--- src/design/owt_rx_macros.svh ---
`ifndef OWT_RX_MACROS_SVH
`define OWT_RX_MACROS_SVH

// ==========================================================================
// frame field widths
// ==========================================================================
`define OWT_CMD_BITS   8
`define OWT_ADCD_BITS  12
`define OWT_DATA_BITS  8
`define OWT_CRC_BITS   8

// rising edges in the sync head
`define OWT_SYNC_BITS  12
// head bit count below which the symbol average still moves
`define OWT_AVG_LAST   10

// ==========================================================================
// counter widths
// ==========================================================================
`define OWT_CYC_W      10
`define OWT_BITCNT_W   4

// crc-8, init zero, msb first
`define OWT_CRC_POLY   8'h07
// read of this address carries adc data
`define OWT_ADC_ADDR   7'h1F

// leaky-bucket error counter
`define OWT_ERR_CNT_W  5
`define OWT_ERR_MAX    15
`define OWT_ERR_INIT   15

`endif

--- src/design/owt_frame_pkg.sv ---
`default_nettype none

`include "owt_rx_macros.svh"

package owt_frame_pkg;

    // frame parts, in line order
    typedef enum logic [2:0] {
        IDLE,
        SYNC_HEAD,
        SYNC_TAIL,
        CMD,
        ADC_DATA,
        NML_DATA,
        CRC,
        END_TAIL
    } owt_state_e;

    // edge strobes, plus copies one cycle later
    typedef struct packed {
        logic rise;
        logic fall;
        logic rise_d;
        logic fall_d;
    } owt_edge_t;

    // length of a finished edge interval, in symbols
    typedef struct packed {
        logic vld;
        logic one;
        logic two;
        logic three;
    } owt_sym_t;

    typedef struct packed {
        logic vld;
        logic val;
        logic invld;
    } owt_bit_t;

    typedef struct packed {
        logic [`OWT_ADCD_BITS-`OWT_DATA_BITS-1:0] pad;
        logic [`OWT_DATA_BITS-1:0]                value;
    } owt_nml_t;

    // adc word or normal byte, picked by the command
    typedef union packed {
        logic [`OWT_ADCD_BITS-1:0] adc;
        owt_nml_t                  nml;
    } owt_data_u;

    typedef struct packed {
        logic [`OWT_CMD_BITS-1:0] cmd;
        owt_data_u                data;
        logic                     is_adc;
    } owt_frame_t;

endpackage

`default_nettype wire

--- src/design/owt_err_pkg.sv ---
`default_nettype none

`include "owt_rx_macros.svh"

package owt_err_pkg;

    // mode 0: error while count >= add step
    // mode 1: error while count is zero
    typedef struct packed {
        logic       mode;
        logic [1:0] add_sel;
        logic [1:0] sub_sel;
    } owt_err_cfg_t;

    // step added on a bad frame
    localparam logic [`OWT_ERR_CNT_W-1:0] OWT_ERR_ADD [0:3] = '{
        5'd1, 5'd2, 5'd4, 5'd8
    };

    // step taken off on a good frame
    localparam logic [`OWT_ERR_CNT_W-1:0] OWT_ERR_SUB [0:3] = '{
        5'd1, 5'd2, 5'd3, 5'd4
    };

endpackage

`default_nettype wire

--- src/design/owt_rx_edge_detect.sv ---
`timescale 1ns/10ps
`default_nettype none

module owt_rx_edge_detect (
    input  logic                     i_clk,
    input  logic                     i_rst_n,
    input  logic                     i_line,
    output owt_frame_pkg::owt_edge_t o_edge
);

    logic sync_q1;
    logic sync_q2;
    logic line_prev;

    // two-flop sync, then one more sample for the edge compare
    always_ff @(posedge i_clk or negedge i_rst_n) begin
        if (!i_rst_n) begin
            sync_q1   <= 1'b0;
            sync_q2   <= 1'b0;
            line_prev <= 1'b0;
            o_edge    <= '0;
        end else begin
            sync_q1       <= i_line;
            sync_q2       <= sync_q1;
            line_prev     <= sync_q2;
            o_edge.rise   <= sync_q2 & ~line_prev;
            o_edge.fall   <= ~sync_q2 & line_prev;
            // late copies line up with the registered symbol class
            o_edge.rise_d <= o_edge.rise;
            o_edge.fall_d <= o_edge.fall;
        end
    end

endmodule

`default_nettype wire

--- src/design/owt_symbol_timer.sv ---
`timescale 1ns/10ps
`default_nettype none

`include "owt_rx_macros.svh"

module owt_symbol_timer (
    input  logic                       i_clk,
    input  logic                       i_rst_n,
    input  owt_frame_pkg::owt_edge_t   i_edge,
    input  owt_frame_pkg::owt_state_e  i_state,
    input  logic [`OWT_BITCNT_W-1:0]   i_bit_cnt,
    output owt_frame_pkg::owt_sym_t    o_sym
);

    import owt_frame_pkg::*;

    localparam int CW = `OWT_CYC_W;
    localparam int TW = `OWT_CYC_W + 2;

    logic          active;
    logic          edge_any;
    logic          vld;
    logic [CW-1:0] cyc_cnt;
    logic [CW-1:0] avg;
    logic [CW:0]   sum;
    logic [TW-1:0] half_up;
    logic [TW-1:0] one_up;
    logic [TW-1:0] two_up;

    assign edge_any = i_edge.rise | i_edge.fall;
    assign vld      = active & edge_any;

    // timing starts at the first head rise seen outside idle
    always_ff @(posedge i_clk or negedge i_rst_n) begin
        if (!i_rst_n) begin
            active <= 1'b0;
        end else if (i_state == IDLE) begin
            active <= 1'b0;
        end else if (i_edge.rise) begin
            active <= 1'b1;
        end
    end

    always_ff @(posedge i_clk or negedge i_rst_n) begin
        if (!i_rst_n) begin
            cyc_cnt <= CW'(1);
        end else if (edge_any || !active) begin
            cyc_cnt <= CW'(1);
        end else if (cyc_cnt != '1) begin
            cyc_cnt <= cyc_cnt + 1'b1;
        end
    end

    // ======================================================================
    // symbol length learnt from the head
    // ======================================================================
    assign sum = {1'b0, cyc_cnt} + {1'b0, avg};

    always_ff @(posedge i_clk or negedge i_rst_n) begin
        if (!i_rst_n) begin
            avg <= '0;
        end else if (i_state == IDLE) begin
            avg <= '0;
        end else if (i_state == SYNC_HEAD && vld) begin
            if (i_bit_cnt == `OWT_BITCNT_W'(1)) begin
                avg <= cyc_cnt;
            end else if (i_bit_cnt > `OWT_BITCNT_W'(1) &&
                         i_bit_cnt < `OWT_BITCNT_W'(`OWT_AVG_LAST)) begin
                avg <= sum[CW:1];
            end
        end
    end

    // limits at 1.5 and 2.5 symbols
    assign half_up = (TW'(avg) + 1'b1) >> 1;
    assign one_up  = TW'(avg) + half_up;
    assign two_up  = one_up + TW'(avg);

    assign o_sym.vld   = vld;
    assign o_sym.one   = vld & (TW'(cyc_cnt) <= one_up);
    assign o_sym.two   = vld & (TW'(cyc_cnt) > one_up) & (TW'(cyc_cnt) <= two_up);
    assign o_sym.three = vld & (TW'(cyc_cnt) > two_up);

endmodule

`default_nettype wire

--- src/design/owt_mcst_decoder.sv ---
`timescale 1ns/10ps
`default_nettype none

module owt_mcst_decoder (
    input  logic                      i_clk,
    input  logic                      i_rst_n,
    input  owt_frame_pkg::owt_edge_t  i_edge,
    input  owt_frame_pkg::owt_sym_t   i_sym,
    input  owt_frame_pkg::owt_state_e i_state,
    input  logic                      i_first_bit,
    output owt_frame_pkg::owt_bit_t   o_bit
);

    import owt_frame_pkg::*;

    localparam logic WAIT_BIT = 1'b0;
    localparam logic GEN_BIT  = 1'b1;

    owt_sym_t sym_d;
    logic     phase;
    logic     in_field;
    logic     bit_one;
    logic     bit_zero;
    logic     bad;

    assign in_field = i_state inside {CMD, ADC_DATA, NML_DATA, CRC};

    // align the class with the delayed edge strobes
    always_ff @(posedge i_clk or negedge i_rst_n) begin
        if (!i_rst_n) begin
            sym_d <= '0;
        end else begin
            sym_d <= i_sym;
        end
    end

    // wait: at a bit boundary, gen: at mid-bit
    always_ff @(posedge i_clk or negedge i_rst_n) begin
        if (!i_rst_n) begin
            phase <= WAIT_BIT;
        end else if (!in_field) begin
            phase <= WAIT_BIT;
        end else if (sym_d.vld) begin
            if (sym_d.one) begin
                phase <= ~phase;
            end else if (sym_d.three) begin
                phase <= GEN_BIT;
            end else if (i_first_bit) begin
                phase <= WAIT_BIT;
            end
        end
    end

    // mid-bit fall is a one, mid-bit rise is a zero
    assign bit_one  = i_edge.fall_d &
                      ((sym_d.one & (phase == WAIT_BIT)) | (sym_d.two & (phase == GEN_BIT)));
    assign bit_zero = i_edge.rise_d &
                      ((sym_d.one & (phase == WAIT_BIT)) | (sym_d.two & (phase == GEN_BIT)) |
                       (sym_d.three & i_first_bit));

    // the only long gap allowed is the one before the first command bit
    assign bad = (sym_d.three & i_edge.fall_d) |
                 (~i_first_bit & (sym_d.three | (sym_d.two & (phase == WAIT_BIT))));

    assign o_bit.vld   = in_field & (bit_one | bit_zero);
    assign o_bit.val   = bit_one;
    assign o_bit.invld = in_field & bad;

endmodule

`default_nettype wire

--- src/design/owt_crc8_serial.sv ---
`timescale 1ns/10ps
`default_nettype none

`include "owt_rx_macros.svh"

module owt_crc8_serial (
    input  logic                     i_clk,
    input  logic                     i_rst_n,
    input  logic                     i_start,
    input  logic                     i_vld,
    input  logic                     i_bit,
    output logic [`OWT_CRC_BITS-1:0] o_crc
);

    localparam int N = `OWT_CRC_BITS;

    logic [N-1:0] crc_base;
    logic         fb;

    // a start bit is folded into a fresh zero register
    assign crc_base = i_start ? '0 : o_crc;
    assign fb       = crc_base[N-1] ^ i_bit;

    always_ff @(posedge i_clk or negedge i_rst_n) begin
        if (!i_rst_n) begin
            o_crc <= '0;
        end else if (i_vld) begin
            o_crc <= {crc_base[N-2:0], 1'b0} ^ ({N{fb}} & `OWT_CRC_POLY);
        end
    end

endmodule

`default_nettype wire

--- src/design/owt_frame_fsm.sv ---
`timescale 1ns/10ps
`default_nettype none

`include "owt_rx_macros.svh"

module owt_frame_fsm (
    input  logic                      i_clk,
    input  logic                      i_rst_n,
    input  owt_frame_pkg::owt_edge_t  i_edge,
    input  owt_frame_pkg::owt_bit_t   i_bit,
    input  logic [`OWT_CRC_BITS-1:0]  i_crc,
    output owt_frame_pkg::owt_state_e o_state,
    output logic [`OWT_BITCNT_W-1:0]  o_bit_cnt,
    output logic                      o_first_bit,
    output logic                      o_crc_start,
    output logic                      o_crc_vld,
    output logic                      o_crc_bit,
    output owt_frame_pkg::owt_frame_t o_frame,
    output logic                      o_rx_ack,
    output logic                      o_rx_status
);

    import owt_frame_pkg::*;

    localparam int BW = `OWT_BITCNT_W;

    owt_state_e               state;
    owt_state_e               state_nxt;
    logic [BW-1:0]            bit_cnt;
    logic [BW-1:0]            last_cnt;
    logic                     cnt_evt;
    logic                     last_hit;
    logic                     done_q;
    logic [`OWT_CMD_BITS-1:0] cmd_q;
    logic [`OWT_ADCD_BITS-1:0] data_q;
    logic [`OWT_CRC_BITS-1:0] crc_rx_q;
    logic                     is_adc;
    logic                     ack_c;
    logic                     status_c;

    // ======================================================================
    // counting events and field lengths
    // ======================================================================
    always_comb begin
        cnt_evt  = 1'b0;
        last_cnt = '0;
        case (state)
            SYNC_HEAD: begin
                // first head rise was taken in idle, the tail rise ends it
                cnt_evt  = i_edge.rise_d;
                last_cnt = BW'(`OWT_SYNC_BITS - 1);
            end
            SYNC_TAIL, END_TAIL: begin
                cnt_evt = i_edge.fall_d;
            end
            CMD: begin
                cnt_evt  = i_bit.vld;
                last_cnt = BW'(`OWT_CMD_BITS - 1);
            end
            ADC_DATA: begin
                cnt_evt  = i_bit.vld;
                last_cnt = BW'(`OWT_ADCD_BITS - 1);
            end
            NML_DATA: begin
                cnt_evt  = i_bit.vld;
                last_cnt = BW'(`OWT_DATA_BITS - 1);
            end
            CRC: begin
                cnt_evt  = i_bit.vld;
                last_cnt = BW'(`OWT_CRC_BITS - 1);
            end
            default: begin
                cnt_evt = 1'b0;
            end
        endcase
    end

    assign last_hit = cnt_evt & (bit_cnt == last_cnt);

    always_ff @(posedge i_clk or negedge i_rst_n) begin
        if (!i_rst_n) begin
            bit_cnt <= '0;
            done_q  <= 1'b0;
        end else begin
            done_q <= last_hit;
            if (state == IDLE || i_bit.invld) begin
                bit_cnt <= '0;
            end else if (cnt_evt) begin
                bit_cnt <= last_hit ? '0 : bit_cnt + 1'b1;
            end
        end
    end

    // read of the adc address, msb low means read
    assign is_adc = ~cmd_q[`OWT_CMD_BITS-1] & (cmd_q[`OWT_CMD_BITS-2:0] == `OWT_ADC_ADDR);

    // ======================================================================
    // frame state machine
    // ======================================================================
    always_comb begin
        state_nxt = state;
        case (state)
            IDLE: begin
                if (i_edge.rise_d) begin
                    state_nxt = SYNC_HEAD;
                end
            end
            SYNC_HEAD: begin
                if (done_q) begin
                    state_nxt = SYNC_TAIL;
                end
            end
            SYNC_TAIL: begin
                if (done_q) begin
                    state_nxt = CMD;
                end
            end
            CMD: begin
                if (i_bit.invld) begin
                    state_nxt = IDLE;
                end else if (done_q) begin
                    state_nxt = is_adc ? ADC_DATA : NML_DATA;
                end
            end
            ADC_DATA, NML_DATA: begin
                if (i_bit.invld) begin
                    state_nxt = IDLE;
                end else if (done_q) begin
                    state_nxt = CRC;
                end
            end
            CRC: begin
                if (i_bit.invld) begin
                    state_nxt = IDLE;
                end else if (done_q) begin
                    state_nxt = END_TAIL;
                end
            end
            END_TAIL: begin
                if (done_q) begin
                    state_nxt = IDLE;
                end
            end
            default: begin
                state_nxt = IDLE;
            end
        endcase
    end

    always_ff @(posedge i_clk or negedge i_rst_n) begin
        if (!i_rst_n) begin
            state <= IDLE;
        end else begin
            state <= state_nxt;
        end
    end

    // field shift registers, msb first
    always_ff @(posedge i_clk) begin
        if (i_bit.vld) begin
            case (state)
                CMD: begin
                    cmd_q <= {cmd_q[`OWT_CMD_BITS-2:0], i_bit.val};
                    if (o_first_bit) begin
                        data_q <= '0;
                    end
                end
                ADC_DATA, NML_DATA: begin
                    data_q <= {data_q[`OWT_ADCD_BITS-2:0], i_bit.val};
                end
                CRC: begin
                    crc_rx_q <= {crc_rx_q[`OWT_CRC_BITS-2:0], i_bit.val};
                end
                default: begin
                    cmd_q <= cmd_q;
                end
            endcase
        end
    end

    assign o_first_bit = (state == CMD) & (bit_cnt == '0);
    assign o_crc_start = i_bit.vld & o_first_bit;
    assign o_crc_vld   = i_bit.vld & (state inside {CMD, ADC_DATA, NML_DATA});
    assign o_crc_bit   = i_bit.val;

    // ======================================================================
    // acknowledge on every return to idle
    // ======================================================================
    assign ack_c    = (state != IDLE) & (state_nxt == IDLE);
    assign status_c = (state != END_TAIL) | (crc_rx_q != i_crc);

    always_ff @(posedge i_clk or negedge i_rst_n) begin
        if (!i_rst_n) begin
            o_rx_ack    <= 1'b0;
            o_rx_status <= 1'b0;
        end else begin
            o_rx_ack <= ack_c;
            if (ack_c) begin
                o_rx_status <= status_c;
            end
        end
    end

    assign o_state         = state;
    assign o_bit_cnt       = bit_cnt;
    assign o_frame.cmd     = cmd_q;
    assign o_frame.data    = data_q;
    assign o_frame.is_adc  = is_adc;

    // frame parts only move forward, or drop back to idle
    a_state_legal: assert property (@(posedge i_clk) disable iff (!i_rst_n)
        (state_nxt != state) |-> ((state_nxt == IDLE) || (state_nxt > state)));

    a_ack_pulse: assert property (@(posedge i_clk) disable iff (!i_rst_n)
        o_rx_ack |=> !o_rx_ack);

endmodule

`default_nettype wire

--- src/design/owt_com_err_monitor.sv ---
`timescale 1ns/10ps
`default_nettype none

`include "owt_rx_macros.svh"

module owt_com_err_monitor (
    input  logic                      i_clk,
    input  logic                      i_rst_n,
    input  owt_err_pkg::owt_err_cfg_t i_cfg,
    input  logic                      i_rx_ack,
    input  logic                      i_rx_status,
    output logic                      o_com_err
);

    import owt_err_pkg::*;

    localparam int W = `OWT_ERR_CNT_W;

    logic [W-1:0] cnt;
    logic [W-1:0] cnt_nxt;
    logic [W-1:0] add_step;
    logic [W-1:0] sub_step;
    logic [W:0]   sum;

    assign add_step = OWT_ERR_ADD[i_cfg.add_sel];
    assign sub_step = OWT_ERR_SUB[i_cfg.sub_sel];
    assign sum      = {1'b0, cnt} + {1'b0, add_step};

    // bad frames fill the bucket, good ones drain it
    always_comb begin
        cnt_nxt = cnt;
        if (i_rx_ack) begin
            if (i_rx_status) begin
                cnt_nxt = (sum >= (W+1)'(`OWT_ERR_MAX)) ? W'(`OWT_ERR_MAX) : sum[W-1:0];
            end else begin
                cnt_nxt = (sub_step >= cnt) ? '0 : cnt - sub_step;
            end
        end
    end

    always_ff @(posedge i_clk or negedge i_rst_n) begin
        if (!i_rst_n) begin
            cnt       <= W'(`OWT_ERR_INIT);
            o_com_err <= 1'b1;
        end else begin
            cnt <= cnt_nxt;
            // level follows the new count in the same cycle
            o_com_err <= i_cfg.mode ? (cnt_nxt == '0) : (cnt_nxt >= add_step);
        end
    end

    a_cnt_ceiling: assert property (@(posedge i_clk) disable iff (!i_rst_n)
        cnt <= W'(`OWT_ERR_MAX));

endmodule

`default_nettype wire

--- src/design/owt_rx_top.sv ---
`timescale 1ns/10ps
`default_nettype none

`include "owt_rx_macros.svh"

module owt_rx_top (
    input  logic                      i_clk,
    input  logic                      i_rst_n,
    input  logic                      i_line,
    input  owt_err_pkg::owt_err_cfg_t i_cfg,
    output owt_frame_pkg::owt_frame_t o_frame,
    output logic                      o_rx_ack,
    output logic                      o_rx_status,
    output logic                      o_com_err
);

    import owt_frame_pkg::*;

    owt_edge_t                line_edge;
    owt_sym_t                 sym;
    owt_bit_t                 mcst_bit;
    owt_state_e               state;
    logic [`OWT_BITCNT_W-1:0] bit_cnt;
    logic                     first_bit;
    logic                     crc_start;
    logic                     crc_vld;
    logic                     crc_bit;
    logic [`OWT_CRC_BITS-1:0] crc;

    owt_rx_edge_detect owt_rx_edge_detect_inst (
        .i_clk   (i_clk),
        .i_rst_n (i_rst_n),
        .i_line  (i_line),
        .o_edge  (line_edge)
    );

    owt_symbol_timer owt_symbol_timer_inst (
        .i_clk     (i_clk),
        .i_rst_n   (i_rst_n),
        .i_edge    (line_edge),
        .i_state   (state),
        .i_bit_cnt (bit_cnt),
        .o_sym     (sym)
    );

    owt_mcst_decoder owt_mcst_decoder_inst (
        .i_clk       (i_clk),
        .i_rst_n     (i_rst_n),
        .i_edge      (line_edge),
        .i_sym       (sym),
        .i_state     (state),
        .i_first_bit (first_bit),
        .o_bit       (mcst_bit)
    );

    owt_frame_fsm owt_frame_fsm_inst (
        .i_clk       (i_clk),
        .i_rst_n     (i_rst_n),
        .i_edge      (line_edge),
        .i_bit       (mcst_bit),
        .i_crc       (crc),
        .o_state     (state),
        .o_bit_cnt   (bit_cnt),
        .o_first_bit (first_bit),
        .o_crc_start (crc_start),
        .o_crc_vld   (crc_vld),
        .o_crc_bit   (crc_bit),
        .o_frame     (o_frame),
        .o_rx_ack    (o_rx_ack),
        .o_rx_status (o_rx_status)
    );

    owt_crc8_serial owt_crc8_serial_inst (
        .i_clk   (i_clk),
        .i_rst_n (i_rst_n),
        .i_start (crc_start),
        .i_vld   (crc_vld),
        .i_bit   (crc_bit),
        .o_crc   (crc)
    );

    owt_com_err_monitor owt_com_err_monitor_inst (
        .i_clk       (i_clk),
        .i_rst_n     (i_rst_n),
        .i_cfg       (i_cfg),
        .i_rx_ack    (o_rx_ack),
        .i_rx_status (o_rx_status),
        .o_com_err   (o_com_err)
    );

endmodule

`default_nettype wire

--- config.mk ---
export PLATFORM = sky130hd
export DESIGN_NAME = owt_rx_top
export DESIGN_NICKNAME = d
export VERILOG_FILES = /design/src/design/owt_frame_pkg.sv /design/src/design/owt_err_pkg.sv /design/src/design/owt_rx_edge_detect.sv /design/src/design/owt_symbol_timer.sv /design/src/design/owt_mcst_decoder.sv /design/src/design/owt_crc8_serial.sv /design/src/design/owt_frame_fsm.sv /design/src/design/owt_com_err_monitor.sv /design/src/design/owt_rx_top.sv
export VERILOG_INCLUDE_DIRS = /design/src /design/src/design
export SDC_FILE = /design/constraint.sdc
export NUM_CORES = 1
export LEC_CHECK = 0
export ABC_AREA = 1
export BUFFER_PORTS_ARGS = -buffer_cell sky130_fd_sc_hd__buf_2
export CELL_PAD_IN_SITES_DETAIL_PLACEMENT = 1
export CELL_PAD_IN_SITES_GLOBAL_PLACEMENT = 1
export CORE_MARGIN = 2
export CORE_UTILIZATION = 42
export DETAILED_ROUTE_END_ITERATION = 10
export GPL_TIMING_DRIVEN = 0
export PLACE_DENSITY = 0.89
export SLEW_MARGIN = 30
export SYNTH_ARGS = -nofsm -noshare
export SYNTH_HDL_FRONTEND = slang
export SYNTH_SLANG_ARGS = --single-unit
--- constraint.sdc ---
create_clock -name i_clk -period 3.7 [get_ports i_clk]
set_input_delay 0.74 -clock i_clk [delete_from_list [all_inputs] [get_ports i_clk]]
set_output_delay 0.74 -clock i_clk [all_outputs]
set_load 0.02 [all_outputs]
======== Word-level counts from Yosys, hierarchy flattened ========
Cells that the tools add are included.
word-level totals
  RAM bits ................................ 0
  logic and storage cells ................. 172
  latch bits .............................. 0
  ROM bits ................................ 0
  bits in registers ....................... 85
  memories kept ........................... 0
  output and inout bits ................... 24
operators by class
  magnitude comparators ................... 11
  add/sub/neg operators ................... 8
  multiply operators ...................... 0
  equal/unequal tests ..................... 16
  reduce and logical (&&, ||, !) cells .... 28
  divide/modulo/power cells ............... 0
  shifts and indexed selects .............. 0
  bitwise operators ....................... 39
  multiplexer cells ....................... 44
operator list
  cell                                                              number
  10-bit 2-to-1 mux                                                 6
  5-bit 2-to-1 mux                                                  8
  3-bit 2-to-1 mux                                                  10
  10-bit by 12-bit greater-than comparator with 1-bit output        2
  10-bit by 12-bit <= comparator with 1-bit output                  2
  12-bit case mux with 2 select lines                               1
  1-bit AND                                                         23
  3-bit case mux with 7 select lines                                1
  5-bit binary-select mux with 2-bit select                         2
  10-bit by 11-bit adder with 12-bit output                         1
  12-bit by 10-bit adder with 12-bit output                         1
  3-bit equality test (second input constant)                       4
  12-bit 2-to-1 mux                                                 1
  4-bit 2-to-1 mux                                                  3
  10-bit by 1-bit adder with 11-bit output (second input constant)  1
  10-bit by 10-bit adder with 11-bit output                         1
  10-bit by 1-bit adder with 10-bit output (second input constant)  1
  5-bit >= comparator                                               2
  10-bit != test (second input constant)                            1
  2-bit nonzero test                                                5
  1-bit 2-to-1 mux                                                  9
  3-bit nonzero test                                                3
  8-bit 2-to-1 mux                                                  1
  8-bit != test                                                     1
  34 further kinds                                                  56

======== Longest topological paths before layout ========
Gate-level depths: netlist (run 1).
  depth after elaboration ................. 12
  gate-level depth with buffers ........... 28
  gate-level depth less buffers ........... 28

======== Cells and area by module ========
Synthesis (run 1) repeated with hierarchy kept, for this count alone.
second synthesis, totals
  cells, all modules ...................... 961
  area, all modules ....................... 6981.7 um2
modules (own cells, without submodules)
  module               times used  area each (um2)  seq. area each (um2)  cells each
  owt_symbol_timer     1           3211.8           526.8                 498
  owt_frame_fsm        1           2023.2           1091.0                222
  owt_com_err_monitor  1           925.9            156.4                 151
  owt_crc8_serial      1           369.1            200.2                 44
  owt_mcst_decoder     1           261.5            125.1                 35
  owt_rx_edge_detect   1           190.2            175.2                 11

======== Worst setup path after synthesis (run 1) ========
OpenSTA, ideal clock, no wires.
  path type ............................... register -> register
  from .................................... register owt_symbol_timer_inst.avg[1]
  to ...................................... register owt_mcst_decoder_inst.sym_d[0] (netlist bit)
  cell stages (with the launch flop) ...... 26
  data arrival time ....................... 3.818 ns
  path buffers ............................ 0
  data required time ...................... 3.628 ns
  library setup time ...................... 0.072 ns
  path slack .............................. -0.191 ns
  clock period less this slack ............ 3.891 ns
  cells stage by stage .................... dfrtp_1 inv_1 nor3_1 nand3_1 xor2_1 ha_1 a21o_1 a21o_1 xor2_1 inv_1 ha_1 a21oi_1 o21ai_0 a21o_1 xor2_1 ha_1 nand2_1 nor2_1 o21ai_0 nand2_1 nand2_1 nand2_1 nand2_1 nor2_1 nand2_1 nor2_1
RTL lines
  what                    line                    text
  from (decl)             owt_symbol_timer.sv:24  logic [CW-1:0] avg;
  from (signal assigned)  owt_symbol_timer.sv:66  avg <= cyc_cnt;
  from (signal assigned)  owt_symbol_timer.sv:69  avg <= sum[CW:1];
  to (signal assigned)    owt_mcst_decoder.sv:33  sym_d <= i_sym;
  to (decl)               owt_mcst_decoder.sv:19  owt_sym_t sym_d;

==> results of run 1 <==
[state kept, by name, summed over array words and instances (netlist names), 3 cells and up]
name                            flops
owt_crc8_serial_inst.o_crc          8
owt_frame_fsm_inst.o_bit_cnt        4
owt_symbol_timer_inst.avg          10
owt_symbol_timer_inst.cyc_cnt      10
owt_frame_fsm_inst.crc_rx_q         8
owt_com_err_monitor_inst.cnt        5
owt_frame_fsm_inst.data_q          12
owt_mcst_decoder_inst.sym_d         4
owt_frame_fsm_inst.o_state          3
owt_frame_fsm_inst.cmd_q            8
owt_rx_edge_detect_inst.o_edge      4
[Yosys cell counts, types with 8 or more instances]
cell | instances | area share, %
nand4_1 | 16 | 1.5
nor3_1 | 11 | 0.85
inv_1 | 146 | 8.4
o21ai_0 | 44 | 3.4
nor2_1 | 80 | 4.6
edfxtp_1 | 28 | 13
nand3_1 | 65 | 5.0
ha_1 | 68 | 13
a21oi_1 | 46 | 3.5
xnor2_1 | 8 | 1.1
dfrtp_1 | 51 | 20
xor2_1 | 34 | 4.6
nand2_1 | 171 | 9.9
[routing by layer]
layer	part of all wire, %	GRT usage, %
met3	3.2	4.42
met1	42	27.7
met4	1.8	6.40
met5	0	0
met2	53	44.0
[kinds of logic after synthesis]
kind of cell	after synthesis	synth area share (%)
XOR/XNOR	42	5.67
AO/OA/AOI/OAI	130	11.3
buffers and inverters	153	9.10
AND/OR/NAND/NOR	362	24.6
flip-flops	85	35.1
adder cells (fa/ha/maj)	72	14.3
[what timing repair did]
action | CTS | global route
resized for setup | 32 | 19
buffers inserted | 17 | 4
endpoints found under the setup margin | 3 | 3
pin swaps | 23 | 24
[per-stage QoR]
stage / utilization (%) / setup TNS (ns) / power [mW] / instance area [um2]
2_1_floorplan: - / -0.00183 / 1.99 / 6520
3_3_place_gp: 45.6 / -1.27 / 2.24 / 6910
3_5_place_dp: 45.7 / -1.60 / 2.31 / 6920
4_1_cts: 49.7 / -0.650 / 3.25 / 7530
5_1_grt: 50.6 / -1.69 / 3.49 / 7660
6_report: 50.6 / -1.01 / 3.25 / 7660
[worst reg2reg max path, cell delays in order (launching register included)]
cell	delay, ns
dfrtp_2	0.42
inv_1	0.12
nor3_4	0.25
nand3_2	0.13
xor2_1	0.19
ha_1	0.35
a21o_1	0.22
a21o_1	0.19
xor2_2	0.18
inv_2	0.08
ha_4	0.25
a21oi_1	0.22
o21ai_1	0.13
a21o_1	0.20
a31oi_1	0.18
xor2_1	0.23
ha_1	0.27
nand2_1	0.06
inv_1	0.04
nand4_1	0.08
nand2_1	0.07
nor2_2	0.14
nand2_1	0.07
nor2_1	0.10
[report_power, final]
part	internal (mW)	leakage [nW]	switching [mW]
clock	0.534	0.152	0.397
sequential	1.07	1.00	0.112
combinational	0.374	2.78	0.759
[placed cells by master (no fill, tap or decap), types with 3 or more instances in the layout]
cell type	n
nand2_1	165
dfrtp_1	47
xor2_1	28
nor3_1	7
nor3_2	5
o21ai_0	41
a211oi_1	3
o22ai_1	3
o21a_1	3
nand2_4	4
nor2_1	76
xor2_2	5
nor2_4	5
fa_1	3
buf_4	24
edfxtp_1	28
o21ai_1	7
inv_2	3
a21o_1	6
nor2_2	3
o21bai_1	6
ha_4	8
nand3b_1	3
buf_2	30
nand3_2	5
ha_1	60
dfstp_2	6
clkbuf_16	9
inv_1	144
dfrtp_2	4
nand3_1	60
o211ai_1	4
xnor2_1	8
or2_2	4
a31oi_1	3
a21oi_1	40
nand4_1	16
nand2_2	5
a21oi_2	7
[final timing paths]
path                            cells past startpoint                             from                               to  slack, ns
worst min-delay path                                0  owt_rx_edge_detect_inst.sync_q1  owt_rx_edge_detect_inst.sync_q2       0.35
max in group asynchronous                           1                          i_rst_n     owt_symbol_timer_inst.avg[3]       2.69
worst max-delay path                               23     owt_symbol_timer_inst.avg[0]   owt_mcst_decoder_inst.sym_d[0]      -0.53
worst max register to register                     23     owt_symbol_timer_inst.avg[0]   owt_mcst_decoder_inst.sym_d[0]      -0.53
min in group asynchronous                           1                          i_rst_n     owt_symbol_timer_inst.avg[9]       0.46
worst min register to register                      0  owt_rx_edge_detect_inst.sync_q1  owt_rx_edge_detect_inst.sync_q2       0.35
[final cells by class]
| cell class | instances | share of cell area, % |
|---|---|---|
| Buffer | 5 | 0.441 |
| Clock buffer | 9 | 2.94 |
| Clock inverter | 7 | 1.06 |
| Inverter | 148 | 7.27 |
| Multi-Input combinational cell | 606 | 51.3 |
| Sequential cell | 85 | 29.8 |
| Tap cell | 188 | 3.07 |
| Timing Repair Buffer | 52 | 4.12 |
==> key figures, run 1 <==
Status
  – Outcome: finished, violations left
  – Failing checks: negative setup slack

Placed design
  – RePlAce Congestion: 0.882
  – Place WS: -0.697 ns
  – Port Buffer Count: 31
  – Placed insts: 1063
  – Hpwl dp: 13.7 mm

Final layout
  – Area growth syn-to-layout: 18.1%
  – Footprint of the multi-input gates: 3930 um2
  – Share of layout cells above drive strength 1: 16.0%
  – Final nets: 987
  – # diodes: 0
  – Non-filler cells, final: 1100
  – Fillers: 1840
  – Register Area: 2280 um2

Die
  – Placeable Area: 15100 um2
  – Die Area: 16500 um2
  – Die width: 128 um
  – # IOs: 32
  – Die Height: 128 um
  – FP Rows: 45
  – Initial Util: 42.8%

Yosys
  – Ys flop type: dfrtp_1
  – Syn_nets: 924
  – Unique cell type count in the Yosys netlist: 40
  – Async set-or-reset flop fraction in the synthesized netlist: 67.1%
  – Seq/Total Area, Yosys: 35.1%
  – EDFF count, synth: 28
  – Register bit total from synthesis: 85
  – Synthesized area per cell: 7.69 um2
  – Netlist Area Pre-Place: 6490 um2
  – Mapped Cells: 844
  – Synth warn: 0

Timing
  – Final Max Tran Viols: 0
  – Setup violators final: 2
  – Slew headroom: 49.1%
  – Final Hold Fails: 0
  – FMAX: 0.236 GHz
  – RSZ-0062 raised after global routing: true
  – Hold WS: 0.351 ns
  – Final period util: 114%
  – Worst slew pin tran: 0.764 ns
  – Worst setup margin: -0.531 ns
  – Tmin final: 4.23 ns
  – Clock Skew: 0.00483 ns

Worst setup path
  – Crit path cell chain: inv_1 -> nor3_4 -> nand3_2 -> xor2_1 -> ha_1 -> a21o_1 -> a21o_1 -> xor2_2 -> inv_2 -> ha_4 -> a21oi_1 -> o21ai_1 -> a21o_1 -> a31oi_1 -> xor2_1 -> ha_1 -> nand2_1 -> inv_1 -> nand4_1 -> nand2_1 -> nor2_2 -> nand2_1 -> nor2_1
  – Worst path bufs/invs: 3
  – Worst Setup Start Kind: flip-flop
  – Kind of critical path: flip-flop to flip-flop
  – Critical path capture point type: flip-flop
  – Slowest stage delay, CP: 0.42 ns
  – Cell family with most CP delay: compound AO/OA/AOI/OAI gates
  – CP max-delay cell: dfrtp_2
  – Worst Path Max Fanout: 4
  – Crit path arrival time: 4.50 ns
  – CP required: 3.97 ns

GRT
  – Vias in the first global route: 6409
  – GRT Total Usage: 23.7%
  – Antenna violations before repair: 0
  – Global route overflow: 0
  – First-pass GRT wire length: 31.0 mm
  – Pin count of the biggest net entering global routing: 58

Pwr
  – PD cells: 424 nW/um2
  – P_leak: 3.93 nW
  – Maximum VDD drop: 0.254 mV

Clock network
  – Root Driver: clkbuf_16
  – H-tree levels: 3
  – Clk sinks: 85
  – CTS buffer count: 9
  – CTS clk-pin slew, worst paths: 0.07 ns
  – Max clock buf depth: 2
  – TritonCTS clock tree: yes
  – CTS Hold Buffers Added: 0
  – Clk_lat worst skew: 0.35 ns

Detailed routing
  – Initial DRC count: 295
  – Avg WL per Cell: 17.9 um
  – DR vias/cell: 5.43
  – 1st-pass router iterations: 4
  – DRT antenna net count: 0
  – Via count: 5977
  – Residual DRC count: 0
  – WL final: 19.6 mm

Job
  – Max_cap viols: 0

Min path
  – Hold WC Path Type: flip-flop to flip-flop
No activity file was read; power rests on OpenSTA's default activity.
==> inputs of run 2 (changes only) <==
Settings changed: CORE_UTILIZATION 42 to 50, PLACE_DENSITY 0.89 to 0.95.
Clock period 3.7 ns to 4.9 ns, I/O delays scaled along.
==> key figures, run 2 (synthesis gave the netlist of run 1 again) <==
Status
  – Outcome: complete, no violations (was finished, violations left)

Job
  – Max_cap viols: 0 (unchanged)

Timing
  – Final Max Tran Viols: 0 (unchanged)
  – Worst setup margin: 0.346 ns (was -0.531 ns)
  – Final Hold Fails: 0 (unchanged)
  – Clock Skew: 0.0114 ns (was 0.00483 ns)
  – FMAX: 0.220 GHz (was 0.236 GHz)
  – Final period util: 92.9% (was 114%)
  – Hold WS: 0.345 ns (was 0.351 ns)
  – Setup TNS: 0 ns (was -1.01 ns)
  – Slew headroom: 40.7% (was 49.1%)
  – Worst slew pin tran: 0.883 ns (was 0.764 ns)
  – Setup violators final: 0 (was 2)
  – Tmin final: 4.55 ns (was 4.23 ns)

Final layout
  – Largest Register: owt_frame_fsm_inst.data_q (unchanged)
  – Fillers: 1616 (was 1840)
  – Non-filler cells, final: 1066 (was 1100)
  – Area growth syn-to-layout: 11.0% (was 18.1%)
  – Most common cell after layout, fill and taps aside: nand2_1 (unchanged)
  – Max reg flops: 12 (unchanged)
  – Design Area, Final: 7200 um2 (was 7660 um2)
  – Share of layout cells above drive strength 1: 9.06% (was 16.0%)
  – # diodes: 0 (unchanged)
  – Most frequent cells in the layout: nand2_1, inv_1, nor2_1 (unchanged)
  – Final nets: 969 (was 987)
  – Post-layout util: 57.0% (was 50.6%)
  – Top Registers: owt_frame_fsm_inst.data_q: 12 flops, owt_symbol_timer_inst.avg: 10 flops, owt_symbol_timer_inst.cyc_cnt: 10 flops (unchanged)

Die
  – Placeable Area: 12600 um2 (was 15100 um2)
  – Die width: 118 um (was 128 um)
  – Die Area: 13900 um2 (was 16500 um2)
  – Initial Util: 51.4% (was 42.8%)
  – FP Rows: 41 (was 45)
  – Die Height: 118 um (was 128 um)
  – # IOs: 32 (unchanged)

Worst setup path
  – CP max-delay cell: dfrtp_2 (unchanged)
  – Kind of critical path: flip-flop to flip-flop (unchanged)
  – Worst Setup Start Kind: flip-flop (unchanged)
  – Crit path arrival time: 4.84 ns (was 4.50 ns)
  – Worst path bufs/invs: 3 (unchanged)
  – Slowest stage delay, CP: 0.43 ns (was 0.42 ns)
  – Worst Path Max Fanout: 4 (unchanged)
  – CP required: 5.19 ns (was 3.97 ns)
  – Cell family with most CP delay: simple AND/OR/NAND/NOR gates (was compound AO/OA/AOI/OAI gates)
  – Most used cell, CP: nand2_1
  – Critical path capture point type: flip-flop (unchanged)

Clock network
  – CTS Hold Buffers Added: 0 (unchanged)
  – Clk sinks: 85 (unchanged)
  – TritonCTS clock tree: yes (unchanged)
  – CTS buffer count: 9 (unchanged)
  – H-tree levels: 3 (unchanged)
  – CTS clk-pin slew, worst paths: 0.06 ns (was 0.07 ns)
  – Root Driver: clkbuf_16 (unchanged)
  – Max clock buf depth: 2 (unchanged)
  – Clk_lat worst skew: 0.36 ns (was 0.35 ns)

Detailed routing
  – Avg WL per Cell: 18.9 um (was 17.9 um)
  – 1st-pass router iterations: 4 (unchanged)
  – Initial DRC count: 448 (was 295)
  – Residual DRC count: 0 (unchanged)
  – Via count: 6040 (was 5977)
  – DRT antenna net count: 0 (unchanged)
  – WL final: 20.1 mm (was 19.6 mm)
  – DR vias/cell: 5.67 (was 5.43)

Placed design
  – Place WS: 0.0571 ns (was -0.697 ns)
  – Port Buffer Count: 31 (unchanged)
  – Hpwl dp: 15.1 mm (was 13.7 mm)
  – RePlAce Congestion: 0.911 (was 0.882)
  – Dpl cell area: 6860 um2 (was 6920 um2)
  – Placed insts: 1047 (was 1063)

Pwr
  – P_leak: 3.76 nW (was 3.93 nW)
  – Power, Total: 2.50 mW (was 3.25 mW)
  – Maximum VDD drop: 0.158 mV (was 0.254 mV)
  – PD cells: 347 nW/um2 (was 424 nW/um2)

Min path
  – Hold WC Path Type: flip-flop to flip-flop (unchanged)

GRT
  – GRT Total Usage: 29.7% (was 23.7%)
  – Vias in the first global route: 6628 (was 6409)
  – Pin count of the biggest net entering global routing: 58 (unchanged)
  – GRT met2 Usage: 54.7% (was 44.0%)
  – GRT busiest layer: met2 (unchanged)
  – Antenna violations before repair: 0 (unchanged)
  – GRT met1 Usage: 33.0% (was 27.7%)
  – M3 GR Usage: 6.20% (was 4.42%)
  – First-pass GRT wire length: 33.0 mm (was 31.0 mm)
  – Global route overflow: 0 (unchanged)
==> run 2: what timing repair did <==
item,CTS,global route
setup endpoints to repair,1,2
setup buffers,0,3
cloned,0,0
gates resized for setup,1,5
==> run 2: path summary, 6_finish.rpt <==
path | from | slack [ns] | cells past startpoint | to
max in group asynchronous | i_rst_n | 3.66 | 1 | owt_symbol_timer_inst.avg[0]
min in group asynchronous | i_rst_n | 0.69 | 1 | owt_crc8_serial_inst.o_crc[0]
worst max register to register | owt_symbol_timer_inst.avg[1] | 0.35 | 27 | owt_mcst_decoder_inst.sym_d[0]
worst min register to register | owt_rx_edge_detect_inst.sync_q1 | 0.35 | 0 | owt_rx_edge_detect_inst.sync_q2
worst min-delay path | owt_rx_edge_detect_inst.sync_q1 | 0.35 | 0 | owt_rx_edge_detect_inst.sync_q2
worst max-delay path | owt_symbol_timer_inst.avg[1] | 0.35 | 27 | owt_mcst_decoder_inst.sym_d[0]
==> run 2: layout make-up <==
type                            count  area [um2]  area share [%]
Multi-Input combinational cell    606        3640            50.5
Sequential cell                    85        2280            31.7
Inverter                          148         557            7.74
Clock buffer                       12         268            3.72
Tap cell                          172         215            2.99
Timing Repair Buffer               34         180            2.50
Buffer                              5        33.8           0.469
Clock inverter                      4        28.8           0.400
==> run 2: per-layer routing <==
metal / vias to the layer above / routed length [um] / part of all wire [%]
met5: - / 0 / 0
met4: 0 / 739 / 3.7
met3: 74 / 781 / 3.9
met2: 145 / 10500 / 52
met1: 2965 / 8140 / 40
li1: 2856 / - / -
==> run 2: power by group <==
| part | switching (mW) | internal (mW) |
|---|---|---|
| Combinational | 0.626 | 0.285 |
| Clock | 0.301 | 0.389 |
| Sequential | 0.0903 | 0.809 |
| Total | 1.02 | 1.48 |
==> inputs of run 3 (changes only) <==
Settings changed: ABC_AREA 1 to unset, PLACE_DENSITY 0.95 to 0.94.
==> key figures, run 3 <==
Status
  – Outcome: complete, no violations (unchanged)

Final layout
  – # diodes: 0 (unchanged)
  – Non-filler cells, final: 890 (was 1066)
  – Final nets: 793 (was 969)
  – Largest Register: owt_frame_fsm_inst.data_q (unchanged)
  – Share of layout cells above drive strength 1: 13.1% (was 9.06%)
  – Max reg flops: 12 (unchanged)
  – Area growth syn-to-layout: 11.4% (was 11.0%)
  – Register Area: 2280 um2 (about the same)
  – Top Registers: owt_frame_fsm_inst.data_q: 12 flops, owt_symbol_timer_inst.avg: 10 flops, owt_symbol_timer_inst.cyc_cnt: 10 flops (unchanged)
  – Most frequent cells in the layout: ha_1, nor2_1, dfrtp_1 (was nand2_1, inv_1, nor2_1)
  – Fillers: 1412 (was 1616)
  – Design Area, Final: 7130 um2 (was 7200 um2)
  – Post-layout util: 56.7% (was 57.0%)
  – Most common cell after layout, fill and taps aside: ha_1 (was nand2_1)
  – Footprint of the multi-input gates: 3890 um2 (was 3640 um2)

Detailed routing
  – Initial DRC count: 378 (was 448)
  – DRT antenna net count: 0 (unchanged)
  – WL final: 19.7 mm (was 20.1 mm)
  – DR vias/cell: 6.23 (was 5.67)
  – Via count: 5546 (was 6040)
  – Residual DRC count: 0 (unchanged)
  – 1st-pass router iterations: 5 (was 4)
  – Avg WL per Cell: 22.1 um (was 18.9 um)

Clock network
  – Root Driver: clkbuf_16 (unchanged)
  – CTS clk-pin slew, worst paths: 0.07 ns (was 0.06 ns)
  – Max clock buf depth: 2 (unchanged)
  – H-tree levels: 3 (unchanged)
  – TritonCTS clock tree: yes (unchanged)
  – Clk sinks: 85 (unchanged)
  – CTS buffer count: 9 (unchanged)
  – CTS Hold Buffers Added: 0 (unchanged)
  – Clk_lat worst skew: 0.35 ns (was 0.36 ns)

GRT
  – Global route overflow: 0 (unchanged)
  – GRT Total Usage: 30.0% (was 29.7%)
  – Pin count of the biggest net entering global routing: 58 (unchanged)
  – First-pass GRT wire length: 31.5 mm (was 33.0 mm)
  – Antenna violations before repair: 0 (unchanged)
  – Vias in the first global route: 6240 (was 6628)

Timing
  – Hold WS: 0.359 ns (was 0.345 ns)
  – Slew headroom: 48.7% (was 40.7%)
  – RSZ-0062 raised after global routing: false
  – Setup violators final: 0 (unchanged)
  – Tmin final: 4.64 ns (was 4.55 ns)
  – Setup TNS: 0 ns (unchanged)
  – FMAX: 0.216 GHz (was 0.220 GHz)
  – Worst slew pin tran: 0.770 ns (was 0.883 ns)
  – Final Hold Fails: 0 (unchanged)
  – Final period util: 94.7% (was 92.9%)
  – Clock Skew: 0.00816 ns (was 0.0114 ns)
  – Worst setup margin: 0.261 ns (was 0.346 ns)
  – Final Max Tran Viols: 0 (unchanged)

Worst setup path
  – Worst Setup Start Kind: flip-flop (unchanged)
  – CP required: 5.14 ns (was 5.19 ns)
  – Critical path capture point type: flip-flop (unchanged)
  – Crit path arrival time: 4.87 ns (was 4.84 ns)
  – Worst Path Max Fanout: 5 (was 4)
  – Kind of critical path: flip-flop to flip-flop (unchanged)

Pwr
  – Clock power frac: 17.8% (was 27.6%)
  – Comb power frac: 56.8% (was 36.4%)
  – Flop pwr share: 25.4% (was 36.0%)
  – Internal power: 2.15 mW (was 1.48 mW)
  – P_sw: 1.88 mW (was 1.02 mW)
  – P_leak: 3.34 nW (was 3.76 nW)
  – Maximum VDD drop: 0.415 mV (was 0.158 mV)
  – PD cells: 565 nW/um2 (was 347 nW/um2)
  – Power, Total: 4.03 mW (was 2.50 mW)
  – Sw Share: 46.6% (was 40.7%)

Job
  – Max_cap viols: 0 (unchanged)

Yosys
  – Most numerous cell in the Yosys netlist: ha_1 (was nand2_1)
  – Synth area leader: dfrtp_1 (unchanged)
  – EDFF count, synth: 28 (unchanged)
  – Mapped Cells: 669 (was 844)
  – Async set-or-reset flop fraction in the synthesized netlist: 67.1% (unchanged)
  – Seq/Total Area, Yosys: 35.6% (was 35.1%)
  – Ys flop type: dfrtp_1 (unchanged)
  – Register bit total from synthesis: 85 (unchanged)
  – Leading post-synthesis cells by instance count: ha_1, nor2_1, dfrtp_1 (was nand2_1, inv_1, nor2_1)
  – Unique cell type count in the Yosys netlist: 73 (was 40)
  – Synth warn: 0 (unchanged)
  – Netlist Area Pre-Place: 6400 um2 (was 6490 um2)
  – Synth area leaders: dfrtp_1, ha_1, edfxtp_1 (unchanged)
  – Syn_nets: 749 (was 924)
  – Synth top area share: 20.0% (was 19.7%)
  – Synthesized area per cell: 9.56 um2 (was 7.69 um2)

Die
  – FP Rows: 41 (unchanged)
  – Die width: 117 um (was 118 um)
  – Initial Util: 50.9% (was 51.4%)
  – Die Height: 117 um (was 118 um)
  – Placeable Area: 12600 um2 (about the same)
  – Die Area: 13700 um2 (was 13900 um2)
  – # IOs: 32 (unchanged)

Placed design
  – Hpwl dp: 13.7 mm (was 15.1 mm)
  – Dpl cell area: 6770 um2 (was 6860 um2)
  – Port Buffer Count: 31 (unchanged)
  – Placed insts: 872 (was 1047)
  – Place WS: -0.230 ns (was 0.0571 ns)
  – RePlAce Congestion: 0.917 (was 0.911)

Min path
  – Hold WC Path Type: flip-flop to flip-flop (unchanged)
## run 3: cell types whose count changed in the layout (fill, tap and decap cells not counted), moves of 19 or more
cell,before,now
and2_1,0,19
inv_1,146,41
nand2_1,171,44
nand3_1,65,31
nor2_1,80,53
o21ai_0,43,18
## run 3: repair_timing
item / CTS / global route
pin swaps: 0 / 2
gates cloned: 0 / 0
buffers inserted: 2 / 0
endpoints found under the setup margin: 2 / 2
resized for setup: 3 / 8
## run 3: worst max-delay path: stages (launching register included)
cell	delay [ns]
dfrtp_2	0.44
ha_2	0.23
xor2_1	0.27
ha_1	0.29
a21o_1	0.17
a21oi_2	0.21
o211ai_1	0.14
xor2_1	0.17
ha_1	0.26
nor4_2	0.32
o211ai_1	0.15
and3_1	0.25
nor2_1	0.12
xor2_1	0.09
ha_1	0.30
o21ai_0	0.16
a2111oi_2	0.28
o31ai_2	0.14
a211o_1	0.32
and3_1	0.20
## run 3: cell families after synthesis
kind of cell / share of synthesized area [%]
fa+ha+maj: 14.6
buf+inv: 4.19
flops: 35.6
simple gates: 18.7
compound gates: 16.0
xor+xnor: 8.08
mux: 2.99
## run 3: final timing paths
kind / from / to / slack (ns) / cells after the start
max: owt_symbol_timer_inst.avg[0] / owt_mcst_decoder_inst.sym_d[1] / 0.26 / 19
min: owt_rx_edge_detect_inst.sync_q1 / owt_rx_edge_detect_inst.sync_q2 / 0.36 / 0
max reg2reg: owt_symbol_timer_inst.avg[0] / owt_mcst_decoder_inst.sym_d[1] / 0.26 / 19
min reg2reg: owt_rx_edge_detect_inst.sync_q1 / owt_rx_edge_detect_inst.sync_q2 / 0.36 / 0
max in group asynchronous: i_rst_n / owt_symbol_timer_inst.avg[2] / 3.65 / 1
min in group asynchronous: i_rst_n / owt_frame_fsm_inst.o_rx_status / 0.69 / 1
## run 3: cell type report
cell class                 instances  share of cell area (%)
buffer                            22                    1.60
tap                              172                    3.02
clock buffer                       9                    3.16
sequential                        85                    32.0
inverter                          41                    2.16
timing repair buffer              33                    2.42
multi-input combinational        521                    54.5
clock inverter                     7                    1.14
## run 3: layer usage
metal	routed length (um)	global-route usage [%]	up-vias	share of wire, %
met5	0	0	-	0
met2	10700	56.1	170	54
li1	-	-	2518	-
met3	673	4.79	90	3.4
met4	932	18.9	0	4.7
met1	7410	31.1	2768	38
## run 3: power by group through the flow
stage / registers [mW] / clock network, mW / logic [mW]
after detailed placement: 1.03 / 0 / 2.13
after floorplan: 0.978 / 0 / 1.59
final: 1.02 / 0.716 / 2.29
after CTS: 1.02 / 0.721 / 2.21
after global routing: 1.04 / 0.749 / 2.54
after global placement: 1.02 / 0 / 1.95
